File: src/lsu_macros.svh
// Timer window bounds, store buffer depth and address width
`ifndef LSU_MACROS_SVH
`define LSU_MACROS_SVH

// Width of every byte address in the unit
`define ADDR_WIDTH 32

// Memory-mapped cycle timer, low word at 0x100 and high word at 0x104
`define TIMER_START 32'h0000_0100
`define TIMER_END   32'h0000_0107

// Number of store buffer entries, kept a power of two so the pointers wrap
`define STB_DEPTH 4

`endif

File: src/lsu_pkg.sv
// Shared LSU types: data word union, load operation, address and store entry
`default_nettype none

`include "lsu_macros.svh"

package lsu_pkg;

    // ----------------------------------------------------------------------
    // Data and address types
    // ----------------------------------------------------------------------

    // One 32-bit word that can be read whole, as halves or as bytes
    typedef union packed {
        logic [31:0]      word;
        logic [1:0][15:0] word16;
        logic [3:0][7:0]  word8;
    } data_word_t;

    // Byte address on every bus of the unit
    typedef logic [`ADDR_WIDTH-1:0] addr_t;

    // ----------------------------------------------------------------------
    // Load operation
    // ----------------------------------------------------------------------

    // Access size of a load, byte, half word or word
    typedef enum logic [1:0] {
        LDB,
        LDH,
        LDW
    } ldu_size_t;

    // Size plus the flag that selects sign extension of sub-word results
    typedef struct packed {
        ldu_size_t size;
        logic      signed_load;
    } ldu_op_t;

    // One pending store, always a full word
    typedef struct packed {
        addr_t      addr;
        data_word_t data;
    } stb_entry_t;

endpackage : lsu_pkg

`default_nettype wire

File: src/wb_bus_if.sv
// Wishbone classic request/response bundle with master and slave modports
`default_nettype none
`timescale 1ns/1ps

interface wb_bus_if;
    import lsu_pkg::*;

    // Request side, owned by the master
    logic       cyc;
    logic       stb;
    logic       we;
    addr_t      adr;
    data_word_t dat_w;

    // Response side, owned by the slave
    data_word_t dat_r;
    logic       ack;

    modport master (
        output cyc, stb, we, adr, dat_w,
        input  dat_r, ack
    );

    modport slave (
        input  cyc, stb, we, adr, dat_w,
        output dat_r, ack
    );

endinterface : wb_bus_if

`default_nettype wire

File: src/mtimer.sv
// Free-running 64-bit cycle counter exposed as two read-only data words
`default_nettype none
`timescale 1ns/1ps

module mtimer (
    input  logic               clk_i,
    input  logic               rst_n_i,
    // Index 0 is the low word, index 1 the high word
    output lsu_pkg::data_word_t timer_o [2]
);

    logic [63:0] count_q;

    // Counts every clock from zero after reset
    always_ff @(posedge clk_i) begin
        if (!rst_n_i) begin
            count_q <= '0;
        end else begin
            count_q <= count_q + 64'd1;
        end
    end

    // The low half sits at the window base, the high half four bytes above
    assign timer_o[0].word = count_q[31:0];
    assign timer_o[1].word = count_q[63:32];

endmodule : mtimer

`default_nettype wire

File: src/store_buffer.sv
// Store FIFO with youngest-entry forward search and Wishbone write drain
`default_nettype none
`timescale 1ns/1ps

`include "lsu_macros.svh"

module store_buffer (
    input  logic                clk_i,
    input  logic                rst_n_i,
    input  logic                store_valid_i,
    input  lsu_pkg::addr_t      store_addr_i,
    input  lsu_pkg::data_word_t store_data_i,
    output logic                store_ready_o,
    input  lsu_pkg::addr_t      fwd_addr_i,
    output logic                fwd_match_o,
    output lsu_pkg::data_word_t fwd_data_o,
    output logic                buffer_empty_o,
    wb_bus_if.master            bus
);
    import lsu_pkg::*;

    localparam int PTR_W = $clog2(`STB_DEPTH);
    localparam int CNT_W = $clog2(`STB_DEPTH + 1);

    stb_entry_t        entries [`STB_DEPTH];
    logic [PTR_W-1:0]  head_q;
    logic [PTR_W-1:0]  tail_q;
    logic [CNT_W-1:0]  count_q;
    logic [CNT_W-1:0]  count_next;
    logic              ready_q;
    logic              drain_q;
    logic              push;
    logic              pop;

    // ----------------------------------------------------------------------
    // FIFO bookkeeping
    // ----------------------------------------------------------------------

    assign push       = store_valid_i && ready_q;
    assign pop        = drain_q && bus.ack;
    assign count_next = count_q + CNT_W'(push) - CNT_W'(pop);

    always_ff @(posedge clk_i) begin
        if (!rst_n_i) begin
            head_q  <= '0;
            tail_q  <= '0;
            count_q <= '0;
            ready_q <= 1'b0;
            drain_q <= 1'b0;
        end else begin
            if (push) begin
                tail_q <= tail_q + PTR_W'(1);
            end
            if (pop) begin
                head_q <= head_q + PTR_W'(1);
            end
            count_q <= count_next;
            // Ready follows the next occupancy so it is low exactly while full
            ready_q <= (count_next != CNT_W'(`STB_DEPTH));
            // A write ends on its ack, and the next head waits one cycle to start
            if (drain_q) begin
                drain_q <= !bus.ack;
            end else begin
                drain_q <= (count_q != '0);
            end
        end
    end

    // Entry storage carries payload only
    always_ff @(posedge clk_i) begin
        if (push) begin
            entries[tail_q] <= '{addr: store_addr_i, data: store_data_i};
        end
    end

    assign store_ready_o  = ready_q;
    assign buffer_empty_o = (count_q == '0);

    // ----------------------------------------------------------------------
    // Forward search, oldest to youngest so the newest match wins
    // ----------------------------------------------------------------------

    always_comb begin : forward_search
        logic [PTR_W-1:0] idx;
        fwd_match_o = 1'b0;
        fwd_data_o  = '0;
        for (int i = 0; i < `STB_DEPTH; i++) begin
            idx = head_q + PTR_W'(i);
            // Stores are whole words, so only the word address is compared
            if (CNT_W'(i) < count_q &&
                entries[idx].addr[`ADDR_WIDTH-1:2] == fwd_addr_i[`ADDR_WIDTH-1:2]) begin
                fwd_match_o = 1'b1;
                fwd_data_o  = entries[idx].data;
            end
        end
    end

    // The head entry is presented as a write for as long as the drain runs
    assign bus.cyc   = drain_q;
    assign bus.stb   = drain_q;
    assign bus.we    = 1'b1;
    assign bus.adr   = entries[head_q].addr;
    assign bus.dat_w = entries[head_q].data;

endmodule : store_buffer

`default_nettype wire

File: src/load_unit.sv
// Load FSM with timer, forward and bus sources and sub-word slicing
`default_nettype none
`timescale 1ns/1ps

`include "lsu_macros.svh"

module load_unit (
    input  logic                clk_i,
    input  logic                rst_n_i,
    input  logic                load_valid_i,
    input  lsu_pkg::addr_t      load_addr_i,
    input  lsu_pkg::ldu_op_t    load_op_i,
    input  lsu_pkg::data_word_t timer_i [2],
    output lsu_pkg::addr_t      fwd_addr_o,
    input  logic                fwd_match_i,
    input  lsu_pkg::data_word_t fwd_data_i,
    input  logic                buffer_empty_i,
    output lsu_pkg::data_word_t load_data_o,
    output logic                load_valid_o,
    output logic                load_idle_o,
    wb_bus_if.master            bus
);
    import lsu_pkg::*;

    typedef enum logic [1:0] {
        IDLE,
        WAIT_BUFFER,
        WAIT_BUS,
        RESPOND
    } state_t;

    state_t     state_q;
    state_t     state_d;
    ldu_op_t    op_q;
    addr_t      addr_q;
    data_word_t data_q;
    data_word_t data_d;
    data_word_t sliced;
    logic       timer_hit;

    // ----------------------------------------------------------------------
    // Issue and source select
    // ----------------------------------------------------------------------

    // Decoded on the incoming address so a hit answers in one cycle
    assign timer_hit  = (load_addr_i >= `TIMER_START) && (load_addr_i <= `TIMER_END);
    // The store buffer is searched with the address being issued
    assign fwd_addr_o = load_addr_i;

    always_ff @(posedge clk_i) begin
        if (!rst_n_i) begin
            state_q <= IDLE;
        end else begin
            state_q <= state_d;
        end
    end

    // Operation, address and the captured word are payload
    always_ff @(posedge clk_i) begin
        if (state_q == IDLE && load_valid_i) begin
            op_q   <= load_op_i;
            addr_q <= load_addr_i;
        end
        data_q <= data_d;
    end

    always_comb begin : next_state
        state_d = state_q;
        data_d  = data_q;
        case (state_q)
            IDLE: begin
                if (load_valid_i) begin
                    if (timer_hit) begin
                        // Address bit 2 picks the low or high timer word
                        data_d  = timer_i[load_addr_i[2]];
                        state_d = RESPOND;
                    end else if (load_op_i.size == LDW && fwd_match_i) begin
                        data_d  = fwd_data_i;
                        state_d = RESPOND;
                    end else if (load_op_i.size != LDW) begin
                        // Sub-word reads must see every older store in memory
                        state_d = WAIT_BUFFER;
                    end else begin
                        state_d = WAIT_BUS;
                    end
                end
            end
            WAIT_BUFFER: begin
                if (buffer_empty_i) begin
                    state_d = WAIT_BUS;
                end
            end
            WAIT_BUS: begin
                // Request stays up until the arbiter routes the ack here
                if (bus.ack) begin
                    data_d  = bus.dat_r;
                    state_d = RESPOND;
                end
            end
            RESPOND: begin
                state_d = IDLE;
            end
        endcase
    end

    // Word-aligned read while waiting on the bus
    assign bus.cyc   = (state_q == WAIT_BUS);
    assign bus.stb   = (state_q == WAIT_BUS);
    assign bus.we    = 1'b0;
    assign bus.adr   = {addr_q[`ADDR_WIDTH-1:2], 2'b00};
    assign bus.dat_w = '0;

    // ----------------------------------------------------------------------
    // Response slicing
    // ----------------------------------------------------------------------

    always_comb begin : slice_logic
        logic [7:0]  byte_v;
        logic [15:0] half_v;
        byte_v = data_q.word8[addr_q[1:0]];
        half_v = data_q.word16[addr_q[1]];
        case (op_q.size)
            LDB: sliced.word = {{24{op_q.signed_load & byte_v[7]}}, byte_v};
            LDH: sliced.word = {{16{op_q.signed_load & half_v[15]}}, half_v};
            // Word loads pass through unchanged
            default: sliced = data_q;
        endcase
    end

    assign load_data_o  = sliced;
    assign load_valid_o = (state_q == RESPOND);
    assign load_idle_o  = (state_q == IDLE);

endmodule : load_unit

`default_nettype wire

File: src/lsu_bus_arbiter.sv
// Two-master Wishbone classic arbiter with load priority and grant lock
`default_nettype none
`timescale 1ns/1ps

module lsu_bus_arbiter (
    input  logic     clk_i,
    input  logic     rst_n_i,
    wb_bus_if.slave  load_bus,
    wb_bus_if.slave  store_bus,
    wb_bus_if.master ext_bus
);

    logic locked_q;
    logic grant_store_q;
    logic sel_store;

    // A free bus goes to the load path first, a locked one keeps its owner
    always_comb begin
        if (locked_q) begin
            sel_store = grant_store_q;
        end else begin
            sel_store = !load_bus.cyc && store_bus.cyc;
        end
    end

    // Lock holds for every open cycle that has not been acked yet
    always_ff @(posedge clk_i) begin
        if (!rst_n_i) begin
            locked_q      <= 1'b0;
            grant_store_q <= 1'b0;
        end else begin
            locked_q      <= ext_bus.cyc && !ext_bus.ack;
            grant_store_q <= sel_store;
        end
    end

    // Granted master passes straight through with no added cycle
    assign ext_bus.cyc   = sel_store ? store_bus.cyc   : load_bus.cyc;
    assign ext_bus.stb   = sel_store ? store_bus.stb   : load_bus.stb;
    assign ext_bus.we    = sel_store ? store_bus.we    : load_bus.we;
    assign ext_bus.adr   = sel_store ? store_bus.adr   : load_bus.adr;
    assign ext_bus.dat_w = sel_store ? store_bus.dat_w : load_bus.dat_w;

    // Read data is shared, ack only reaches the owner
    assign load_bus.dat_r  = ext_bus.dat_r;
    assign store_bus.dat_r = ext_bus.dat_r;
    assign load_bus.ack    = ext_bus.ack && !sel_store;
    assign store_bus.ack   = ext_bus.ack && sel_store;

endmodule : lsu_bus_arbiter

`default_nettype wire

File: src/lsu_top.sv
// LSU top level joining timer, store buffer, load FSM and bus arbiter
`default_nettype none
`timescale 1ns/1ps

module lsu_top (
    input  logic                clk_i,
    input  logic                rst_n_i,
    // Load request and result
    input  logic                load_valid_i,
    input  lsu_pkg::addr_t      load_addr_i,
    input  lsu_pkg::ldu_op_t    load_op_i,
    output logic                load_idle_o,
    output logic                load_valid_o,
    output lsu_pkg::data_word_t load_data_o,
    // Store request
    input  logic                store_valid_i,
    input  lsu_pkg::addr_t      store_addr_i,
    input  lsu_pkg::data_word_t store_data_i,
    output logic                store_ready_o,
    // External Wishbone classic master
    output logic                wb_cyc_o,
    output logic                wb_stb_o,
    output logic                wb_we_o,
    output lsu_pkg::addr_t      wb_adr_o,
    output lsu_pkg::data_word_t wb_dat_o,
    input  lsu_pkg::data_word_t wb_dat_i,
    input  logic                wb_ack_i
);
    import lsu_pkg::*;

    data_word_t timer_data [2];
    addr_t      fwd_addr;
    logic       fwd_match;
    data_word_t fwd_data;
    logic       buffer_empty;

    wb_bus_if load_bus ();
    wb_bus_if store_bus ();
    wb_bus_if ext_bus ();

    mtimer u_mtimer (
        .clk_i   (clk_i),
        .rst_n_i (rst_n_i),
        .timer_o (timer_data)
    );

    store_buffer u_store_buffer (
        .clk_i          (clk_i),
        .rst_n_i        (rst_n_i),
        .store_valid_i  (store_valid_i),
        .store_addr_i   (store_addr_i),
        .store_data_i   (store_data_i),
        .store_ready_o  (store_ready_o),
        .fwd_addr_i     (fwd_addr),
        .fwd_match_o    (fwd_match),
        .fwd_data_o     (fwd_data),
        .buffer_empty_o (buffer_empty),
        .bus            (store_bus)
    );

    load_unit u_load_unit (
        .clk_i          (clk_i),
        .rst_n_i        (rst_n_i),
        .load_valid_i   (load_valid_i),
        .load_addr_i    (load_addr_i),
        .load_op_i      (load_op_i),
        .timer_i        (timer_data),
        .fwd_addr_o     (fwd_addr),
        .fwd_match_i    (fwd_match),
        .fwd_data_i     (fwd_data),
        .buffer_empty_i (buffer_empty),
        .load_data_o    (load_data_o),
        .load_valid_o   (load_valid_o),
        .load_idle_o    (load_idle_o),
        .bus            (load_bus)
    );

    lsu_bus_arbiter u_arbiter (
        .clk_i     (clk_i),
        .rst_n_i   (rst_n_i),
        .load_bus  (load_bus),
        .store_bus (store_bus),
        .ext_bus   (ext_bus)
    );

    // External bus onto plain ports
    assign wb_cyc_o      = ext_bus.cyc;
    assign wb_stb_o      = ext_bus.stb;
    assign wb_we_o       = ext_bus.we;
    assign wb_adr_o      = ext_bus.adr;
    assign wb_dat_o      = ext_bus.dat_w;
    assign ext_bus.dat_r = wb_dat_i;
    assign ext_bus.ack   = wb_ack_i;

endmodule : lsu_top

`default_nettype wire

File: config.mk
export PLATFORM = sky130hd
export DESIGN_NAME = lsu_top
export DESIGN_NICKNAME = d
export VERILOG_FILES = /design/src/lsu_pkg.sv /design/src/wb_bus_if.sv /design/src/mtimer.sv /design/src/store_buffer.sv /design/src/load_unit.sv /design/src/lsu_bus_arbiter.sv /design/src/lsu_top.sv
export VERILOG_INCLUDE_DIRS = /design/src
export SDC_FILE = /design/constraint.sdc
export NUM_CORES = 1
export LEC_CHECK = 0
export ABC_AREA = 1
export BUFFER_PORTS_ARGS = -buffer_cell sky130_fd_sc_hd__buf_2
export CAP_MARGIN = 20
export CORE_ASPECT_RATIO = 1.4
export CORE_MARGIN = 2
export CORE_UTILIZATION = 60
export CTS_CLUSTER_DIAMETER = 60
export CTS_CLUSTER_SIZE = 28
export DETAILED_ROUTE_END_ITERATION = 8
export PLACE_DENSITY = 0.8
export SYNTH_ARGS = -nofsm -noshare
export SYNTH_HDL_FRONTEND = slang
export SYNTH_SLANG_ARGS = --single-unit
export TNS_END_PERCENT = 20
File: constraint.sdc
create_clock -name clk_i -period 8.43 [get_ports clk_i]
set_clock_uncertainty 0.1 [all_clocks]
set_input_delay 1.2645 -clock clk_i [delete_from_list [all_inputs] [get_ports clk_i]]
set_output_delay 1.2645 -clock clk_i [all_outputs]
set_load 0.005 [all_outputs]
==> results.txt <==
The run finished with clean final reports. Of all cell types, the one taking the most synthesized area is sky130_fd_sc_hd__edfxtp_1. The run gives 0.609 as the initial cell density of the core.

The slowest stage of the critical path is the sky130_fd_sc_hd__nand2_4 cell. The path class of the tightest hold or removal check is register to register. Number of antenna violations at the first check in global routing: 9. The sequential element share of the synthesized area was 0.429. The run gives 25,323 as the number of global-route vias before repair. The total grt overflow was 0. The final count of hold timing violations was 0; the pin count of the biggest net entering global routing was 96. The total die area was 0.0455 sq mm. Along the worst path, the maximum fanout reaches 77. The number of max-slew violations in the final report is 0. The proportion of layout cells with a drive suffix above 1 is 0.108, and the remaining antenna violation count is 0. Walking the worst path, the cells encountered are buf_4 > nand2_2 > nand2_4 > buf_4 > nand2_1 > nand3_1 > nand2_1 > nor2_1 > nand3_1 > nor2_1 > nand2_1 > nor2_4 > nor2_1 > nand2_1 > a21oi_1 > nor2_2 > buf_4. The Yosys step of the flow raised 0 warnings.

The tools report the type of destination of the critical path as a register. The tools report the final cell count without fillers as 4,406. Adding up every negative setup slack in the final design gives 0 ns. The run gives 0.62 ns as the latest clock arrival within the worst-skew pair. The total of endpoints with negative setup slack in the final report is 0.

STA puts the critical path data required time at 8.57 ns. The tools report the count of H-tree levels built during CTS as 1. No sink is reached through more buffers than the 3 on the longest clock path.

By area the synthesized netlist is led by sky130_fd_sc_hd__edfxtp_1 (37%), sky130_fd_sc_hd__nand2_1 (20%), sky130_fd_sc_hd__nand3_1 (6.0%). In the final routed layout, each cell accounts on average for 21.9 microns. For this block, the routed nets add up to 96.4 mm of wire. The number of nets in the synthesized netlist is 3,879.

The arrival time of the worst setup path is 6.59 ns. The most numerous cell type found on the critical path is sky130_fd_sc_hd__nand2_1. The logs give 0.266 for the max-slew headroom at the worst pin and 0.413 for the overall routing resource usage. Setup repair after global routing left no endpoint under its margin. The pre-antenna-repair detailed-routing pass consisted of 8 iterations.

The period utilization works out to 0.765. The root buffer cell chosen for the clock tree is sky130_fd_sc_hd__clkbuf_16. For this design the static power due to leakage is 12.5 nW.

The clock drives 402 sinks. The combined area of all synthesized cells is 0.0263 sq mm. STA classifies the critical path startpoint as a register.

For this run, the slowest stage of the critical path takes 0.85 ns. The areal power density over the cells was 206 mW/mm^2. After clock tree synthesis, the clock-pin slew on the worst setup and hold paths is 0.09 ns. The cell count of the worst reg-to-reg path was 17; the fraction of the core area covered by cells at the end of the flow was 0.661. The first global-routing pass estimated 143 mm of wire. The actual slew at the worst max-slew pin was 1.10 ns; the via density per instance was 6.13. A synthesized cell averages 7.05 sq um. Row generation in the floorplan step produced 90 rows. The area inside the core boundary came out at 0.0431 sq mm. For this run, the top clock speed supported by timing is 155 MHz.

After the first detailed-routing iteration, the DRC count stood at 3,132. Total number of vias: 26,991. The top cell types in the final layout, fill and taps aside, are sky130_fd_sc_hd__nand2_1 (1,391), sky130_fd_sc_hd__inv_1 (339), sky130_fd_sc_hd__edfxtp_1 (323), sky130_fd_sc_hd__nand3_1 (317), sky130_fd_sc_hd__nor2_1 (252). Max-cap violations in this run came to 0. Number of ports placed on the die boundary: 238. Width of the die: 181 microns. The run gives 43 as the number of distinct standard cells referenced by the synthesized netlist. The instance count along the most critical hold path was 1; the peak ir drop on the vdd network was 0.193 mV. Detailed placement ended at an HPWL of 67.6 mm.

Area share of the largest cell type after synthesis: 0.369. Total clock buffers created by CTS: 27. TritonCTS built the clock tree. The die boundary height was 252 microns. The detailed-route DRC error count was 0; the post-CTS setup buffer count was 0. The number of nets at the end of the flow is 3,977, and the number of instances in the synthesized netlist is 3,729.

From synthesis to final layout, the design area changed by 8.46%. The total power consumption of the routed design is 5.87 mW, and the number of instances in the placed design is 4,349. The number of synthesized register bits is 402, and the clock period minus final worst setup slack is 6.45 ns. Leaving out fill and tap cells, the most frequent cell in the layout is sky130_fd_sc_hd__nand2_1. The number of cells upsized or downsized after cts is 0. Buffers inserted to repair hold after CTS numbered 0.

The placer's final routability congestion estimate was 1.10. The worst setup path is of the register to register kind. Input and output buffers added on the ports amount to 237.
final cells by class:
class / instances / area (sq um)
Fill cell: 3871 / 14600
Multi-Input combinational cell: 2775 / 12800
Sequential cell: 402 / 11300
Timing Repair Buffer: 268 / 1420
Inverter: 353 / 1330
Clock buffer: 33 / 728
Tap cell: 552 / 691
Clock inverter: 17 / 225
Antenna cell: 6 / 15.0
per-stage QoR:
| stage | area (sq um) | hold slack [ns] | setup slack, ns |
|---|---|---|---|
| 2_1_floorplan | 26300 | 0.327 | 3.73 |
| 3_3_place_gp | 27500 | 0.342 | 2.35 |
| 3_5_place_dp | 27500 | 0.355 | 2.29 |
| 4_1_cts | 28500 | 0.376 | 2.24 |
| 5_1_grt | 28500 | 0.414 | 1.65 |
| 6_report | 28500 | 0.376 | 1.98 |
power by group:
group | internal (mW) | switching, mW
clock network | 0.710 | 0.763
registers | 2.34 | 0.151
logic | 0.584 | 1.32
cells by family after synthesis:
group,after synthesis,synth area share
and+or+nand+nor,2150,0.339
buffers and inverters,552,0.0862
muxes,39,0.0149
DFF,402,0.429
AOI/OAI and AO/OA,553,0.118
xor gates and xnor gates,19,0.00633
adders and majority gates,14,0.00695
path summary, 6_finish.rpt:
path	startpoint	end	slack, ns
worst max register to register	u_store_buffer.head_q[0]$_SDFFE_PN0P_	u_load_unit.data_q[6]$_DFFE_PP_	1.98
worst max-delay path	u_store_buffer.head_q[0]$_SDFFE_PN0P_	u_load_unit.data_q[6]$_DFFE_PP_	1.98
worst min register to register	u_mtimer.count_q[0]$_SDFF_PN0_	u_mtimer.count_q[0]$_SDFF_PN0_	0.38
worst min-delay path	u_mtimer.count_q[0]$_SDFF_PN0_	u_mtimer.count_q[0]$_SDFF_PN0_	0.38
registers in the layout, summed over array words and instances, names as in the netlist, 2 cells and up, named ones only:
name,cells
u_load_unit.addr_q,32
u_load_unit.data_q,32
u_load_unit.op_q,3
u_load_unit.state_q,2
u_mtimer.count_q,64
u_store_buffer.count_q,3
u_store_buffer.entries,256
u_store_buffer.head_q,2
u_store_buffer.tail_q,2
cell usage after synthesis (all sizes together):
library cell / n
clkinv: 4
nor3: 51
o21a: 3
a211oi: 1
a31oi: 6
xnor2: 4
nor2: 267
nand3: 317
a22oi: 1
clkbuf: 91
and3: 3
or2: 66
a32oi: 32
edfxtp: 323
nor4: 13
nand3b: 2
ha: 13
xor2: 15
o21ba: 1
nor3b: 9
o211ai: 9
dfxtp: 79
and2: 1
buf: 108
mux2i: 39
nand4: 24
nand2: 1397
a221oi: 33
a21oi: 203
o21ai: 232
o22ai: 32
fa: 1
inv: 349
worst max-delay path, delay by kind of cell, from the launching register on:
| kind | cells | cell delay [ns] |
|---|---|---|
| compound gates | 1 | 0.07 |
| flops | 1 | 0.79 |
| simple gates | 13 | 3.25 |
| buf+inv | 3 | 1.70 |
metal layers:
layer	vias to the layer above	wire, microns	track usage
li1	12487	-	-
met1	12261	30900	0.428
met2	1701	46300	0.702
met3	538	8550	0.0709
met4	4	10600	0.396
met5	-	26	0
No activity file was read; power rests on OpenSTA's default activity.
